### config.mk
export PLATFORM = sky130hd
export DESIGN_NAME = sens_io_top
export DESIGN_NICKNAME = d
export VERILOG_FILES = /design/src/sens_io_pkg.sv /design/src/sens_io_top.sv /design/src/sens_status_mon.sv /design/src/sens_test_pattern.sv /design/src/sens_ctrl_regs.sv /design/src/cmd_deser.sv
export SDC_FILE = /design/constraint.sdc
export NUM_CORES = 1
export LEC_CHECK = 0
export ABC_AREA = 1
export BUFFER_PORTS_ARGS = -buffer_cell sky130_fd_sc_hd__buf_2
export CAP_MARGIN = 20
export CORE_MARGIN = 2
export CORE_UTILIZATION = 45
export CTS_CLUSTER_DIAMETER = 100
export CTS_CLUSTER_SIZE = 12
export DETAILED_ROUTE_END_ITERATION = 16
export PLACE_DENSITY = 0.72
export SLEW_MARGIN = 15
export SYNTH_ARGS = -nofsm -noshare
export SYNTH_HDL_FRONTEND = slang
export SYNTH_SLANG_ARGS = --single-unit
### constraint.sdc
create_clock -name pclk -period 3 [get_ports pclk]
set_input_delay 0.3 -clock pclk [delete_from_list [all_inputs] [get_ports pclk]]
set_output_delay 0.3 -clock pclk [all_outputs]
set_load 0.01 [all_outputs]
### src/sens_io_pkg.sv
/*
 * Shared definitions for the sensor front-end port: command addresses,
 * control register field positions, pixel and status widths and the
 * status word layout. Imported by every RTL block of the port.
 */
`default_nettype none

package sens_io_pkg;

    localparam int unsigned TEST_BITS = 3;      // test mode field width

    typedef logic [2:0]           cmd_addr_t;   // local register address
    typedef logic [31:0]          cmd_data_t;   // command payload
    typedef logic [15:0]          pix_t;        // pixel word
    typedef logic [15:0]          status_t;     // parallel status word
    typedef logic [TEST_BITS-1:0] test_mode_t;  // 0 pass, 1 row8/col8, 2 col, 3+ row
    typedef logic [1:0]           gp_mode_t;    // 00 float, 01 low, 10 high, 11 trigger

    // command framing
    localparam int unsigned CMD_BYTES     = 6;  // AL, AH, D0..D3
    localparam int unsigned SENSIO_CTRL   = 0;
    localparam int unsigned SENSIO_STATUS = 1;

    // control register fields, value bit(s) followed by a set bit
    localparam int unsigned CTRL_MRST           = 0;
    localparam int unsigned CTRL_MRST_SET       = 1;
    localparam int unsigned CTRL_GP0            = 12;  // set bit at +2
    localparam int unsigned CTRL_GP1            = 15;
    localparam int unsigned CTRL_GP2            = 18;
    localparam int unsigned CTRL_GP3            = 21;
    localparam int unsigned CTRL_ALT_STATUS     = 24;
    localparam int unsigned CTRL_ALT_STATUS_SET = 25;
    localparam int unsigned CTRL_TEST_MODE      = 26;  // 28:26
    localparam int unsigned CTRL_TEST_SET       = 29;

    // test gradient counter widths
    localparam int unsigned COL_BITS = 10;
    localparam int unsigned ROW_BITS = 10;

    // status word layout
    localparam int unsigned ST_BYTE        = 0;   // 7:0, perr count in alt mode
    localparam int unsigned ST_PERR_STICKY = 8;
    localparam int unsigned ST_HACT_ALIVE  = 9;
    localparam int unsigned ST_SENS_MRST   = 10;
    localparam int unsigned ST_TEST_ACTIVE = 11;
    localparam int unsigned ST_GP_IN       = 12;  // 15:12 pin levels

endpackage

`default_nettype wire
### src/sens_io_top.sv
/*
 * Sensor front-end port, slow-control and pixel side. Connects the command
 * receiver, control registers, test pattern generator and status monitor,
 * all on pclk. Sync signals pass straight through to the outputs.
 */
`timescale 1ns/1ns
`default_nettype none

module sens_io_top #(
    parameter logic [15:0] SENSIO_ADDR      = 16'h330,
    parameter logic [15:0] SENSIO_ADDR_MASK = 16'h7f8,
    parameter int unsigned TEST_WIDTH_INC   = 3,
    parameter int unsigned TEST_HEIGHT_INC  = 3
) (
    input  wire logic               pclk,
    input  wire logic               async_prst_with_sens_mrst,
    input  wire logic [7:0]         cmd_ad_i,
    input  wire logic               cmd_stb_i,
    input  wire sens_io_pkg::pix_t  pxd_i,
    input  wire logic               dvalid_i,
    input  wire logic               hsync_i,
    input  wire logic               vsync_i,
    input  wire logic               perr_i,
    input  wire logic [3:0]         gp_i,
    output sens_io_pkg::pix_t       pxd_o,
    output logic                    dvalid_o,
    output logic                    hsync_o,
    output logic                    vsync_o,
    output logic                    sens_mrst_o,
    output logic [3:0]              gp_oe_o,
    output logic [3:0]              gp_out_o,
    output sens_io_pkg::status_t    status_o
);
    import sens_io_pkg::*;

    logic       cmd_we;
    cmd_addr_t  cmd_a;
    cmd_data_t  cmd_data;
    test_mode_t test_mode;
    logic       alt_status;
    logic       imrst;
    logic       clr_perr;
    logic       clr_hact;

    assign dvalid_o    = dvalid_i;      // syncs unchanged
    assign hsync_o     = hsync_i;
    assign vsync_o     = vsync_i;
    assign sens_mrst_o = imrst;

    cmd_deser #(
        .SENSIO_ADDR      (SENSIO_ADDR),
        .SENSIO_ADDR_MASK (SENSIO_ADDR_MASK)
    ) i_cmd_deser (
        .pclk                      (pclk),
        .async_prst_with_sens_mrst (async_prst_with_sens_mrst),
        .cmd_ad_i                  (cmd_ad_i),
        .cmd_stb_i                 (cmd_stb_i),
        .cmd_a_o                   (cmd_a),
        .cmd_data_o                (cmd_data),
        .cmd_we_o                  (cmd_we)
    );

    sens_ctrl_regs i_ctrl_regs (
        .pclk                      (pclk),
        .async_prst_with_sens_mrst (async_prst_with_sens_mrst),
        .cmd_we_i                  (cmd_we),
        .cmd_a_i                   (cmd_a),
        .cmd_data_i                (cmd_data),
        .imrst_o                   (imrst),
        .gp_oe_o                   (gp_oe_o),
        .gp_out_o                  (gp_out_o),
        .alt_status_o              (alt_status),
        .test_mode_o               (test_mode),
        .clr_perr_o                (clr_perr),
        .clr_hact_o                (clr_hact)
    );

    sens_test_pattern #(
        .TEST_WIDTH_INC  (TEST_WIDTH_INC),
        .TEST_HEIGHT_INC (TEST_HEIGHT_INC)
    ) i_test_pattern (
        .pclk                      (pclk),
        .async_prst_with_sens_mrst (async_prst_with_sens_mrst),
        .test_mode_i               (test_mode),
        .pxd_i                     (pxd_i),
        .dvalid_i                  (dvalid_i),
        .vsync_i                   (vsync_i),
        .pxd_o                     (pxd_o)
    );

    sens_status_mon i_status_mon (
        .pclk                      (pclk),
        .async_prst_with_sens_mrst (async_prst_with_sens_mrst),
        .perr_i                    (perr_i),
        .dvalid_i                  (dvalid_i),
        .clr_perr_i                (clr_perr),
        .clr_hact_i                (clr_hact),
        .alt_status_i              (alt_status),
        .imrst_i                   (imrst),
        .test_active_i             (|test_mode),    // any gradient mode
        .gp_i                      (gp_i),
        .status_o                  (status_o)
    );

endmodule

`default_nettype wire

### src/sens_status_mon.sv
/*
 * Status monitor. Counts parity errors, keeps sticky perr and line-activity
 * flags and registers the parallel status word, so status_o shows an
 * event on the cycle after it happened.
 */
`timescale 1ns/1ns
`default_nettype none

module sens_status_mon (
    input  wire logic           pclk,
    input  wire logic           async_prst_with_sens_mrst,
    input  wire logic           perr_i,
    input  wire logic           dvalid_i,
    input  wire logic           clr_perr_i,
    input  wire logic           clr_hact_i,
    input  wire logic           alt_status_i,
    input  wire logic           imrst_i,
    input  wire logic           test_active_i,
    input  wire logic [3:0]     gp_i,
    output sens_io_pkg::status_t status_o
);
    import sens_io_pkg::*;

    logic [7:0] perr_cntr_q;
    logic [7:0] perr_cntr_d;
    logic       perr_sticky_q;
    logic       perr_sticky_d;
    logic       hact_alive_q;
    logic       hact_alive_d;
    logic       dvalid_q;
    status_t    status_d;

    always_comb begin
        perr_cntr_d   = perr_cntr_q + 8'(perr_i);                    // wraps at 256
        perr_sticky_d = perr_i || (perr_sticky_q && !clr_perr_i);    // new error beats clear
        hact_alive_d  = (dvalid_i && !dvalid_q) || (hact_alive_q && !clr_hact_i);

        status_d                    = '0;
        status_d[ST_BYTE +: 8]      = alt_status_i ? perr_cntr_d : 8'h00;
        status_d[ST_PERR_STICKY]    = perr_sticky_d;
        status_d[ST_HACT_ALIVE]     = hact_alive_d;
        status_d[ST_SENS_MRST]      = imrst_i;
        status_d[ST_TEST_ACTIVE]    = test_active_i;
        status_d[ST_GP_IN +: 4]     = gp_i;     // pin readback
    end

    always_ff @(posedge pclk or posedge async_prst_with_sens_mrst) begin
        if (async_prst_with_sens_mrst) begin
            dvalid_q      <= 1'b0;
            perr_cntr_q   <= '0;                // only reset clears the count
            perr_sticky_q <= 1'b0;
            hact_alive_q  <= 1'b0;
            status_o      <= '0;
        end else begin
            dvalid_q      <= dvalid_i;
            perr_cntr_q   <= perr_cntr_d;
            perr_sticky_q <= perr_sticky_d;
            hact_alive_q  <= hact_alive_d;
            status_o      <= status_d;
        end
    end

    a_perr_sticky: assert property (@(posedge pclk) disable iff (async_prst_with_sens_mrst)
        perr_i |=> (perr_sticky_q && status_o[ST_PERR_STICKY]));

endmodule

`default_nettype wire

### src/sens_test_pattern.sv
/*
 * Test gradient generator. Tracks column and row position of the incoming
 * frame from dvalid and vsync and, when test mode is nonzero, replaces
 * the pixel data with a row/column gradient. The pixel path is combinational.
 */
`timescale 1ns/1ns
`default_nettype none

module sens_test_pattern #(
    parameter int unsigned TEST_WIDTH_INC  = 3,
    parameter int unsigned TEST_HEIGHT_INC = 3
) (
    input  wire logic                   pclk,
    input  wire logic                   async_prst_with_sens_mrst,
    input  wire sens_io_pkg::test_mode_t test_mode_i,
    input  wire sens_io_pkg::pix_t      pxd_i,
    input  wire logic                   dvalid_i,
    input  wire logic                   vsync_i,
    output sens_io_pkg::pix_t           pxd_o
);
    import sens_io_pkg::*;

    localparam int unsigned CDIV_W = $clog2(TEST_WIDTH_INC + 1);
    localparam int unsigned RDIV_W = $clog2(TEST_HEIGHT_INC + 1);

    logic [COL_BITS-1:0] col_q;
    logic [ROW_BITS-1:0] row_q;
    logic [7:0]          col8_q;
    logic [7:0]          row8_q;
    logic [CDIV_W-1:0]   col_div_q;     // counts down pixels per col8 step
    logic [RDIV_W-1:0]   row_div_q;     // counts down lines per row8 step
    logic                dvalid_q;
    logic                line_end;

    assign line_end = dvalid_q && !dvalid_i;   // falling edge of dvalid

    always_ff @(posedge pclk or posedge async_prst_with_sens_mrst) begin
        if (async_prst_with_sens_mrst) begin
            dvalid_q  <= 1'b0;
            col_q     <= '0;
            col8_q    <= '0;
            col_div_q <= CDIV_W'(TEST_WIDTH_INC - 1);
            row_q     <= '0;
            row8_q    <= '0;
            row_div_q <= RDIV_W'(TEST_HEIGHT_INC - 1);
        end else begin
            dvalid_q <= dvalid_i;

            if (!dvalid_i || !vsync_i) begin        // column counts restart each line
                col_q     <= '0;
                col8_q    <= '0;
                col_div_q <= CDIV_W'(TEST_WIDTH_INC - 1);
            end else begin
                col_q <= col_q + 1'b1;
                if (col_div_q == '0) begin
                    col_div_q <= CDIV_W'(TEST_WIDTH_INC - 1);
                    col8_q    <= col8_q + 1'b1;
                end else begin
                    col_div_q <= col_div_q - 1'b1;
                end
            end

            if (!vsync_i) begin                     // row counts restart each frame
                row_q     <= '0;
                row8_q    <= '0;
                row_div_q <= RDIV_W'(TEST_HEIGHT_INC - 1);
            end else if (line_end) begin
                row_q <= row_q + 1'b1;
                if (row_div_q == '0) begin
                    row_div_q <= RDIV_W'(TEST_HEIGHT_INC - 1);
                    row8_q    <= row8_q + 1'b1;
                end else begin
                    row_div_q <= row_div_q - 1'b1;
                end
            end
        end
    end

    // gradient select, values zero-extended
    always_comb begin
        case (test_mode_i)
            test_mode_t'(0): pxd_o = pxd_i;                 // real pixels
            test_mode_t'(1): pxd_o = {row8_q, col8_q};
            test_mode_t'(2): pxd_o = pix_t'(col_q);
            default:         pxd_o = pix_t'(row_q);
        endcase
    end

    // every line starts from column 0
    a_col_start: assert property (@(posedge pclk) disable iff (async_prst_with_sens_mrst)
        (dvalid_i && !dvalid_q) |-> (col_q == '0));

endmodule

`default_nettype wire

### src/sens_ctrl_regs.sv
/*
 * Sensor control registers. Latches a write from the command receiver,
 * then updates each control field only when its set bit is 1. Also
 * produces clear pulses for the status monitor sticky flags.
 */
`timescale 1ns/1ns
`default_nettype none

module sens_ctrl_regs (
    input  wire logic                   pclk,
    input  wire logic                   async_prst_with_sens_mrst,
    input  wire logic                   cmd_we_i,
    input  wire sens_io_pkg::cmd_addr_t cmd_a_i,
    input  wire sens_io_pkg::cmd_data_t cmd_data_i,
    output logic                        imrst_o,
    output logic [3:0]                  gp_oe_o,
    output logic [3:0]                  gp_out_o,
    output logic                        alt_status_o,
    output sens_io_pkg::test_mode_t     test_mode_o,
    output logic                        clr_perr_o,
    output logic                        clr_hact_o
);
    import sens_io_pkg::*;

    localparam int unsigned GP_POS [4] = '{CTRL_GP0, CTRL_GP1, CTRL_GP2, CTRL_GP3};

    cmd_data_t      data_q;         // write data, one cycle after cmd_we
    logic           set_ctrl_q;
    logic           set_status_q;
    gp_mode_t [3:0] gp_q;           // per pin mode

    always_ff @(posedge pclk) begin
        if (cmd_we_i) data_q <= cmd_data_i;
    end

    always_ff @(posedge pclk or posedge async_prst_with_sens_mrst) begin
        if (async_prst_with_sens_mrst) begin
            set_ctrl_q   <= 1'b0;
            set_status_q <= 1'b0;
            imrst_o      <= 1'b0;
            gp_q         <= '0;     // all pins float
            alt_status_o <= 1'b0;
            test_mode_o  <= '0;
        end else begin
            set_ctrl_q   <= cmd_we_i && (cmd_a_i == cmd_addr_t'(SENSIO_CTRL));
            set_status_q <= cmd_we_i && (cmd_a_i == cmd_addr_t'(SENSIO_STATUS));

            if (set_ctrl_q && data_q[CTRL_MRST_SET])       imrst_o <= data_q[CTRL_MRST];
            for (int i = 0; i < 4; i++) begin
                if (set_ctrl_q && data_q[GP_POS[i] + 2])  gp_q[i] <= data_q[GP_POS[i] +: 2];
            end
            if (set_ctrl_q && data_q[CTRL_ALT_STATUS_SET]) alt_status_o <= data_q[CTRL_ALT_STATUS];
            if (set_ctrl_q && data_q[CTRL_TEST_SET])
                test_mode_o <= data_q[CTRL_TEST_MODE +: TEST_BITS];
        end
    end

    // mode to pin driver, trigger mode drives high for now
    always_comb begin
        for (int i = 0; i < 4; i++) begin
            gp_oe_o[i]  = |gp_q[i];     // any nonzero mode drives
            gp_out_o[i] = gp_q[i][1];   // level is mode msb
        end
    end

    assign clr_perr_o = set_ctrl_q;     // every control write
    assign clr_hact_o = set_status_q;   // every status control write

    a_clr_exclusive: assert property (@(posedge pclk) disable iff (async_prst_with_sens_mrst)
        !(clr_perr_o && clr_hact_o));

endmodule

`default_nettype wire

### src/cmd_deser.sv
/*
 * Byte-serial command receiver. Collects six bytes started by cmd_stb_i
 * (address low/high, then four data bytes LSB first) and issues a single
 * cycle write when the 16-bit address falls into the base/mask window.
 */
`timescale 1ns/1ns
`default_nettype none

module cmd_deser #(
    parameter logic [15:0] SENSIO_ADDR      = 16'h330,
    parameter logic [15:0] SENSIO_ADDR_MASK = 16'h7f8
) (
    input  wire logic                   pclk,
    input  wire logic                   async_prst_with_sens_mrst,
    input  wire logic [7:0]             cmd_ad_i,
    input  wire logic                   cmd_stb_i,
    output sens_io_pkg::cmd_addr_t      cmd_a_o,
    output sens_io_pkg::cmd_data_t      cmd_data_o,
    output logic                        cmd_we_o
);
    import sens_io_pkg::*;

    localparam int unsigned CNT_W = $clog2(CMD_BYTES);

    logic [CNT_W-1:0]       cnt_q;      // 0 - idle, else next byte index
    logic [CMD_BYTES*8-1:0] sr_q;       // shifted in from the top
    logic                   full_q;     // sixth byte just landed in sr_q
    logic                   busy;

    assign busy = cmd_stb_i || (cnt_q != '0);

    always_ff @(posedge pclk or posedge async_prst_with_sens_mrst) begin
        if (async_prst_with_sens_mrst) begin
            cnt_q    <= '0;
            full_q   <= 1'b0;
            cmd_we_o <= 1'b0;
        end else begin
            full_q <= !cmd_stb_i && (cnt_q == CNT_W'(CMD_BYTES - 1));
            if (cmd_stb_i)                             cnt_q <= CNT_W'(1); // restart on any strobe
            else if (cnt_q == CNT_W'(CMD_BYTES - 1))   cnt_q <= '0;
            else if (cnt_q != '0)                      cnt_q <= cnt_q + 1'b1;
            cmd_we_o <= full_q &&
                ((sr_q[15:0] & SENSIO_ADDR_MASK) == (SENSIO_ADDR & SENSIO_ADDR_MASK));
        end
    end

    // payload path
    always_ff @(posedge pclk) begin
        if (busy) sr_q <= {cmd_ad_i, sr_q[CMD_BYTES*8-1:8]};  // byte 0 ends up lowest
        if (full_q) begin
            cmd_a_o    <= sr_q[$bits(cmd_addr_t)-1:0];        // low address bits only
            cmd_data_o <= sr_q[16 +: $bits(cmd_data_t)];
        end
    end

    // a write needs a strobe seven cycles back and five more bytes without restart
    a_we_after_full: assert property (@(posedge pclk) disable iff (async_prst_with_sens_mrst)
        $rose(cmd_we_o) |-> $past(cmd_stb_i, CMD_BYTES + 1) &&
            !$past(cmd_stb_i, 2) && !$past(cmd_stb_i, 3) && !$past(cmd_stb_i, 4) &&
            !$past(cmd_stb_i, 5) && !$past(cmd_stb_i, 6));

endmodule

`default_nettype wire

Word-level counts from Yosys, hierarchy flattened
Index checks and enable logic that the tools add are counted.
- output and inout bits: 44
- bits in registers: 198
- mux-type cells: 18
- equal/unequal tests: 7
- add/subtract/negate cells: 8
- reductions and logical operators: 38
- operator list (cell ; count):
    8-bit 2-to-1 mux ; 6
    16-bit one-hot mux with 3 select lines ; 1
    10-bit 2-to-1 mux ; 3
    10-bit by 1-bit adder with 10-bit output, second input constant ; 2
    8-bit by 1-bit adder with 8-bit output, second input constant ; 2
    1-bit logical AND ; 15
    2-bit 2-to-1 mux ; 5
    3-bit 2-to-1 mux ; 3
    8-bit by 1-bit adder with 8-bit output ; 1
    8-bit by 7-bit equality test with 1-bit output, second input constant ; 1
    2-bit OR reduction ; 4
    3-bit by 1-bit equality test with 1-bit output, second input constant ; 2
    1-bit logical NOT ; 6
    3-bit logical NOT ; 2
    3-bit nonzero test ; 2
    2-bit logical NOT ; 2
    1-bit logical OR ; 4
    2-bit by 1-bit != test with 1-bit output, second input constant ; 2
    2-bit by 1-bit subtractor with 2-bit output, second input constant ; 2
    3-bit by 1-bit adder with 3-bit output, second input constant ; 1
    3-bit by 2-bit equality test with 1-bit output, second input constant ; 1
    3-bit equality test, second input constant ; 1
    3-bit OR reduction ; 1
    2-bit AND reduction ; 1
    2-bit nonzero test ; 1

Depth between registers and ports, before layout
- depth after elaboration: 4
- depth in mapped cells: 8
- mapped depth without buffers: 8

Hierarchy
Synthesis repeated with hierarchy kept, for this count alone.
- cells, all modules: 633
- area, all modules: 7380.8 sq um
- modules (own cells, without submodules) (module ; instances ; area each (sq um) ; cells each):
    cmd_deser ; 1 ; 2723.9 ; 111
    sens_test_pattern ; 1 ; 2471.1 ; 341
    sens_ctrl_regs ; 1 ; 1260.0 ; 97
    sens_status_mon ; 1 ; 892.1 ; 78
    sens_io_top ; 1 ; 33.8 ; 6

Least setup slack after synthesis
Ideal clock, no wire load.
- path type: register to register
- from: register i_cmd_deser.cnt_q[0]
- to: register i_cmd_deser.sr_q[0], enable pin
- data required time: 2.416 ns
- setup time: 0.584 ns
- buffers on the path: 0
- arrival: 1.589 ns
- slack: 0.827 ns
- period minus slack after synthesis: 2.173 ns
- cell stages (with the launch flop): 4
- path through: dfrtp_1 or2_2 nor2_1 nand2_1
- cells in the longest elaborated chain, start to end: 2
- RTL lines (item ; line ; text):
    start, declared ; cmd_deser.sv:25 ; logic [CNT_W-1:0] cnt_q;
    start signal, assigned ; cmd_deser.sv:41 ; else if (cnt_q != '0) cnt_q <= cnt_q + 1'b1;
    3-bit nonzero test ; cmd_deser.sv:30 ; assign busy = cmd_stb_i || (cnt_q != '0);
    1-bit logical OR ; cmd_deser.sv:30 ;
    via i_cmd_deser.busy ; cmd_deser.sv:28 ; logic busy;
    end signal, assigned ; cmd_deser.sv:49 ; if (busy) sr_q <= {cmd_ad_i, sr_q[CMD_BYTES*8-1:8]};
    end, declared ; cmd_deser.sv:26 ; logic [CMD_BYTES*8-1:0] sr_q;
The timed path passes the listed nets, and every way through them passes these cells.
A chain may end at the register's enable or synchronous reset.

Final worst setup path
- from: register i_ctrl_regs.test_mode_o[1]
- to: output port pxd_o[13]
- cells in the longest elaborated chain, start to end: 2
- elaborated cells between the ends (all ways): 4
- RTL lines (item ; line ; text):
    start, declared ; sens_ctrl_regs.sv:19 ; output sens_io_pkg::test_mode_t test_mode_o,
    start signal, assigned ; sens_ctrl_regs.sv:54 ; test_mode_o <= data_q[CTRL_TEST_MODE +: TEST_BITS];
    3-bit by 2-bit equality test with 1-bit output, or another cell as far along ; sens_test_pattern.sv:81 ; case (test_mode_i)
    16-bit one-hot mux with 3 select lines (*) ; sens_test_pattern.sv:81 ;
    end, declared ; sens_io_top.sv:25 ; output sens_io_pkg::pix_t pxd_o,
Every way passes the cells marked *; elsewhere a longest branch is shown, timed or not.

==> results.md <==
Clock tree:
- The H-tree was split into 4 levels.
- TritonCTS built the clock tree.
- The buffer type at the clock tree root is clkbuf_16.
- No sink is reached through more buffers than the 2 on the longest clock path.
- The clock net in this run drives a total of 176 sinks.
- After clock tree synthesis, the repair step resized 0 gates.
- The buffers inserted during post-CTS setup optimization is 0.
- For the worst-skew pair, the clock arrives at the later sink with an insertion delay of between 400 and 500 ps.
- Clock-pin slew was measured on the worst setup and hold paths at ~60 ps.
- The total clock buffers created by CTS is 17.

STA:
- The number of pins with negative max-slew slack in the final report was 0.
- The final period demand of the worst path is roughly 2100 ps.
- The post-route clock skew is 7.31 ps.
- The number of hold-slack violations in the final timing report was 0.
- Of the available clock period, the critical path in the final layout requires 0.685.
- Setup violations remaining at the end of the flow were counted as 0.
- The slew at the pin closest to its max-slew limit is a little under 1000 ps.
- Timing would allow up to about 490 MHz.
- Setup repair after global routing left no endpoint under its margin.
- In this run the tightest slew margin relative to its limit is 0.338.
- For the final routed database, the setup TNS stands at 0 ps.
- The worst setup margin is around 940 ps.

Pwr:
- For this design the ratio of total power to cell area is 664 nW/um^2.
- Of the total power, the share spent switching nets is 0.216.
- The static leakage is between 3 and 4 nW.
- The net switching power is about 1.2 mW.
- The sequential fraction of design power is 0.529.
- The portion of total power attributed to combinational logic is 0.055.
- Internal power comes to approximately 4.2 mW.
- The share of total power dissipated in the clock network is 0.415.
- The worst-case IR drop observed on VDD is between 0.0005 and 0.0006 V.

Die:
- The number of primary I/O pins is between 70 and 80.
- Row generation in the floorplan step produced 45 rows.
- The floorplan step defined a core boundary enclosing between 15000 and 20000 sq um.
- The height of the die is about 130 um.
- The width of the chip is roughly 130 um.
- For this configuration, the core starts out at a cell density of 0.457.
- The die covers 16300 sq um.

GRT:
- The largest net degree at the start of global routing is 53.
- For this run, the total global-route usage over all layers was measured as 0.154.
- The total overflow reported by the global router is 0.
- The number of antenna violations at the first check in global routing is 0.
- The first global-routing pass estimated a little under 20000 um of wire.
- The via count of the first global-routing pass came to between 4000 and 5000.

Placement:
- The detailed placer's ending HPWL is around 8100 um.
- The post-placement cell area is ~7400 sq um.
- The weighted congestion at the end of routability-driven global placement is roughly 0.83.
- At the placement stage, the worst setup path has a slack of 978 ps.
- The count of input and output buffers is 76.

Detailed routing:
- The final layout contains routed wiring with a total length of about 12000 um.
- The violation count after the first detailed-route iteration is 341.
- Dividing the detail-routed wire length by the instance count gives 13.7 um.
- Routed signal wires occupy layers up through met4.
- The first-pass detailed-route iteration total is 4.
- After detailed routing, the met2 layer carries 6070 um of wire.
- The sum of routed wire segments on met1 is 5100 um.
- Wire segments on met3 add up to between 500 and 600 um in the final route.
- The average via count per standard cell is approximately 5.0.
- Detailed routing inserted a total of about 4400 vias.
- The number of design rule violations left after detail routing is 0.
- The number of antenna-violating nets in the routed design is 0.

Critical path:
- The arrival time of data at the critical path endpoint is about 1800 ps.
- The maximum fanout along the worst path is 13.
- The delay contributed by the slowest stage of the critical path is about 430 ps.
- The startpoint type of the worst setup path is a register.
- The setup path with the least slack is of type register to primary output.
- The critical path goes through nor2_1, nand2_1, inv_1, a22o_1, buf_2.
- The slowest stage of the critical path is the dfrtp_1 cell.
- The worst setup path is captured at a primary output.
- STA puts the critical path data required time at between 2000 and 3000 ps.

Flow run:
- Across the run, the number of max-cap violations was 0.

Finish:
- Counting the fill cells in the layout gives about 1300.
- The utilization after layout is 0.537.
- Relative to the synthesized area, the layout overhead comes to 17.5%.
- The number of nets in the final layout is between 700 and 800.
- 0 antenna diodes ended up in the layout.
- After routing the design area is roughly 8000 sq um.
- The share of cells above drive strength 1 is 0.202.

Status:
- The flow ran to the end, and the final reports show no timing, DRC or antenna violations.

Worst hold path:
- The class of the worst hold path is primary input to register.

Synthesis:
- The cell area after synthesis is ~6900 sq um.
- The cell count after synthesis came out at a little under 600.
- The count of warnings emitted by yosys is 0.
- After synthesis the netlist holds a flip-flop and latch count of about 180.
- Synthesis instantiated 37 different standard cells from the library.
- The average footprint of a synthesized cell is around 12 sq um.
- When the netlist entered floorplanning its net count stood at 634.
- The sequential share of the synthesized area is 0.705.
## layout make-up
| type | count | area [sq um] | area share |
|---|---|---|---|
| clock inverters | 13 | 161 | 0.0199 |
| inverters | 62 | 234 | 0.0289 |
| flip-flops and latches | 176 | 4860 | 0.600 |
| clock buffers | 19 | 453 | 0.0559 |
| multi-input cells | 336 | 1690 | 0.208 |
| repair buffers | 83 | 470 | 0.0581 |
| well taps | 188 | 235 | 0.0290 |
## state kept, by name, indices dropped and copies added (netlist names)
register	count
i_status_mon.dvalid_q	1
i_status_mon.status_o	16
i_cmd_deser.sr_q	48
i_test_pattern.col_div_q	2
i_ctrl_regs.gp_q	4
i_cmd_deser.cmd_a_o	3
i_ctrl_regs.imrst_o	1
i_cmd_deser.cmd_we_o	1
i_test_pattern.col8_q	8
i_test_pattern.row_div_q	2
i_ctrl_regs.data_q	20
i_cmd_deser.cmd_data_o	20
i_ctrl_regs.alt_status_o	1
i_ctrl_regs.clr_perr_o	1
i_test_pattern.row8_q	8
i_status_mon.perr_cntr_q	8
i_ctrl_regs.gp_out_o	4
i_cmd_deser.full_q	1
i_cmd_deser.cnt_q	3
i_ctrl_regs.test_mode_o	3
i_ctrl_regs.clr_hact_o	1
i_test_pattern.row_q	10
i_test_pattern.col_q	10
## timing repair
action	CTS	global route
endpoints found under the setup margin	0	0
hold endpoints to repair	37	0
hold buffers	5	0
## worst paths after layout
path	startpoint	to	slack, ps	cells after the start
max	i_ctrl_regs.test_mode_o[1]	pxd_o[13]	940	5
min	cmd_ad_i[0]	i_cmd_deser.sr_q[40]	50	1
max reg2reg	i_cmd_deser.cnt_q[0]	i_cmd_deser.sr_q[36]	1270	4
min reg2reg	i_cmd_deser.sr_q[20]	i_cmd_deser.sr_q[12]	420	0
max in group asynchronous	async_prst_with_sens_mrst	i_test_pattern.row_div_q[1]	1790	4
min in group asynchronous	async_prst_with_sens_mrst	i_ctrl_regs.gp_q[6]	490	3
## cells in the mapped netlist
library cell / instances / area, sq um
a21oi_1: 19 / 95.1
a21oi_2: 1 / 8.76
a22o_1: 1 / 8.76
a31oi_1: 1 / 6.26
and2_1: 1 / 6.26
and3_1: 1 / 6.26
buf_2: 2 / 10.0
buf_4: 11 / 82.6
buf_6: 2 / 22.5
dfrtp_1: 83 / 2080
dfstp_2: 2 / 52.6
edfxtp_1: 91 / 2730
ha_1: 10 / 125
inv_1: 60 / 225
inv_2: 2 / 7.51
mux2_2: 8 / 90.1
nand2_1: 138 / 518
nand2_2: 2 / 12.5
nand2_4: 3 / 33.8
nand3_1: 24 / 120
nand3_2: 1 / 10.0
nand3b_1: 2 / 15.0
nand4_1: 11 / 68.8
nor2_1: 63 / 236
nor2_2: 3 / 18.8
nor2_4: 2 / 22.5
nor3_1: 4 / 20.0
nor3b_1: 1 / 7.51
nor4_1: 4 / 25.0
o2111ai_1: 7 / 61.3
o211ai_1: 1 / 7.51
o21ai_0: 17 / 85.1
o21ai_1: 1 / 5.00
o21bai_1: 2 / 15.0
o22ai_1: 1 / 6.26
or2_2: 5 / 31.3
xor2_1: 2 / 17.5
## per-stage QoR
step	instances	hold slack (ps)	total power, mW
final	877	47.5	5.38
after global routing	877	33.1	5.61
after CTS	876	28.3	5.44
after detailed placement	839	399	3.19
after global placement	839	386	3.16
after floorplan	589	331	3.07
## critical path: cells and delay by family, from the launching register on
family | cells | cell delay, ps
AOI/OAI and AO/OA | 1 | 220
buffers and inverters | 2 | 290
DFF | 1 | 430
and+or+nand+nor | 2 | 400
## power by group through the flow
stage / combinational (mW) / clock (mW) / sequential (mW)
floorplan: 0.203 / 0 / 2.87
global placement: 0.273 / 0 / 2.89
detailed placement: 0.290 / 0 / 2.90
CTS: 0.296 / 2.29 / 2.85
global route: 0.339 / 2.40 / 2.87
finish: 0.297 / 2.24 / 2.85
## placed cells by master, fill, tap and decap left out, drive strengths merged, types with 10 or more instances in the layout
master,count
a21oi,20
buf,78
clkbuf,19
dfrtp,83
edfxtp,91
ha,10
inv,62
nand2,143
nand3,25
nand4,11
nor2,68
o21ai,18
## cell families (layout without fill, tap and decap cells)
| kind of cell | count (synthesis) | after routing | share of synthesized area |
|---|---|---|---|
| xor gates and xnor gates | 2 | 2 | 0.00254 |
| AOI/OAI and AO/OA | 51 | 51 | 0.0434 |
| buffers and inverters | 77 | 177 | 0.0505 |
| adders and majority gates | 10 | 10 | 0.0181 |
| and+or+nand+nor | 265 | 265 | 0.167 |
| DFF | 176 | 176 | 0.705 |
| muxes | 8 | 8 | 0.0131 |
## layer usage
layer	vias up	track usage
li1	2132	-
met1	2109	0.184
met2	137	0.264
met3	28	0.0338
met4	0	0.0808
met5	-	0
Power figures use the tool's default switching activity.
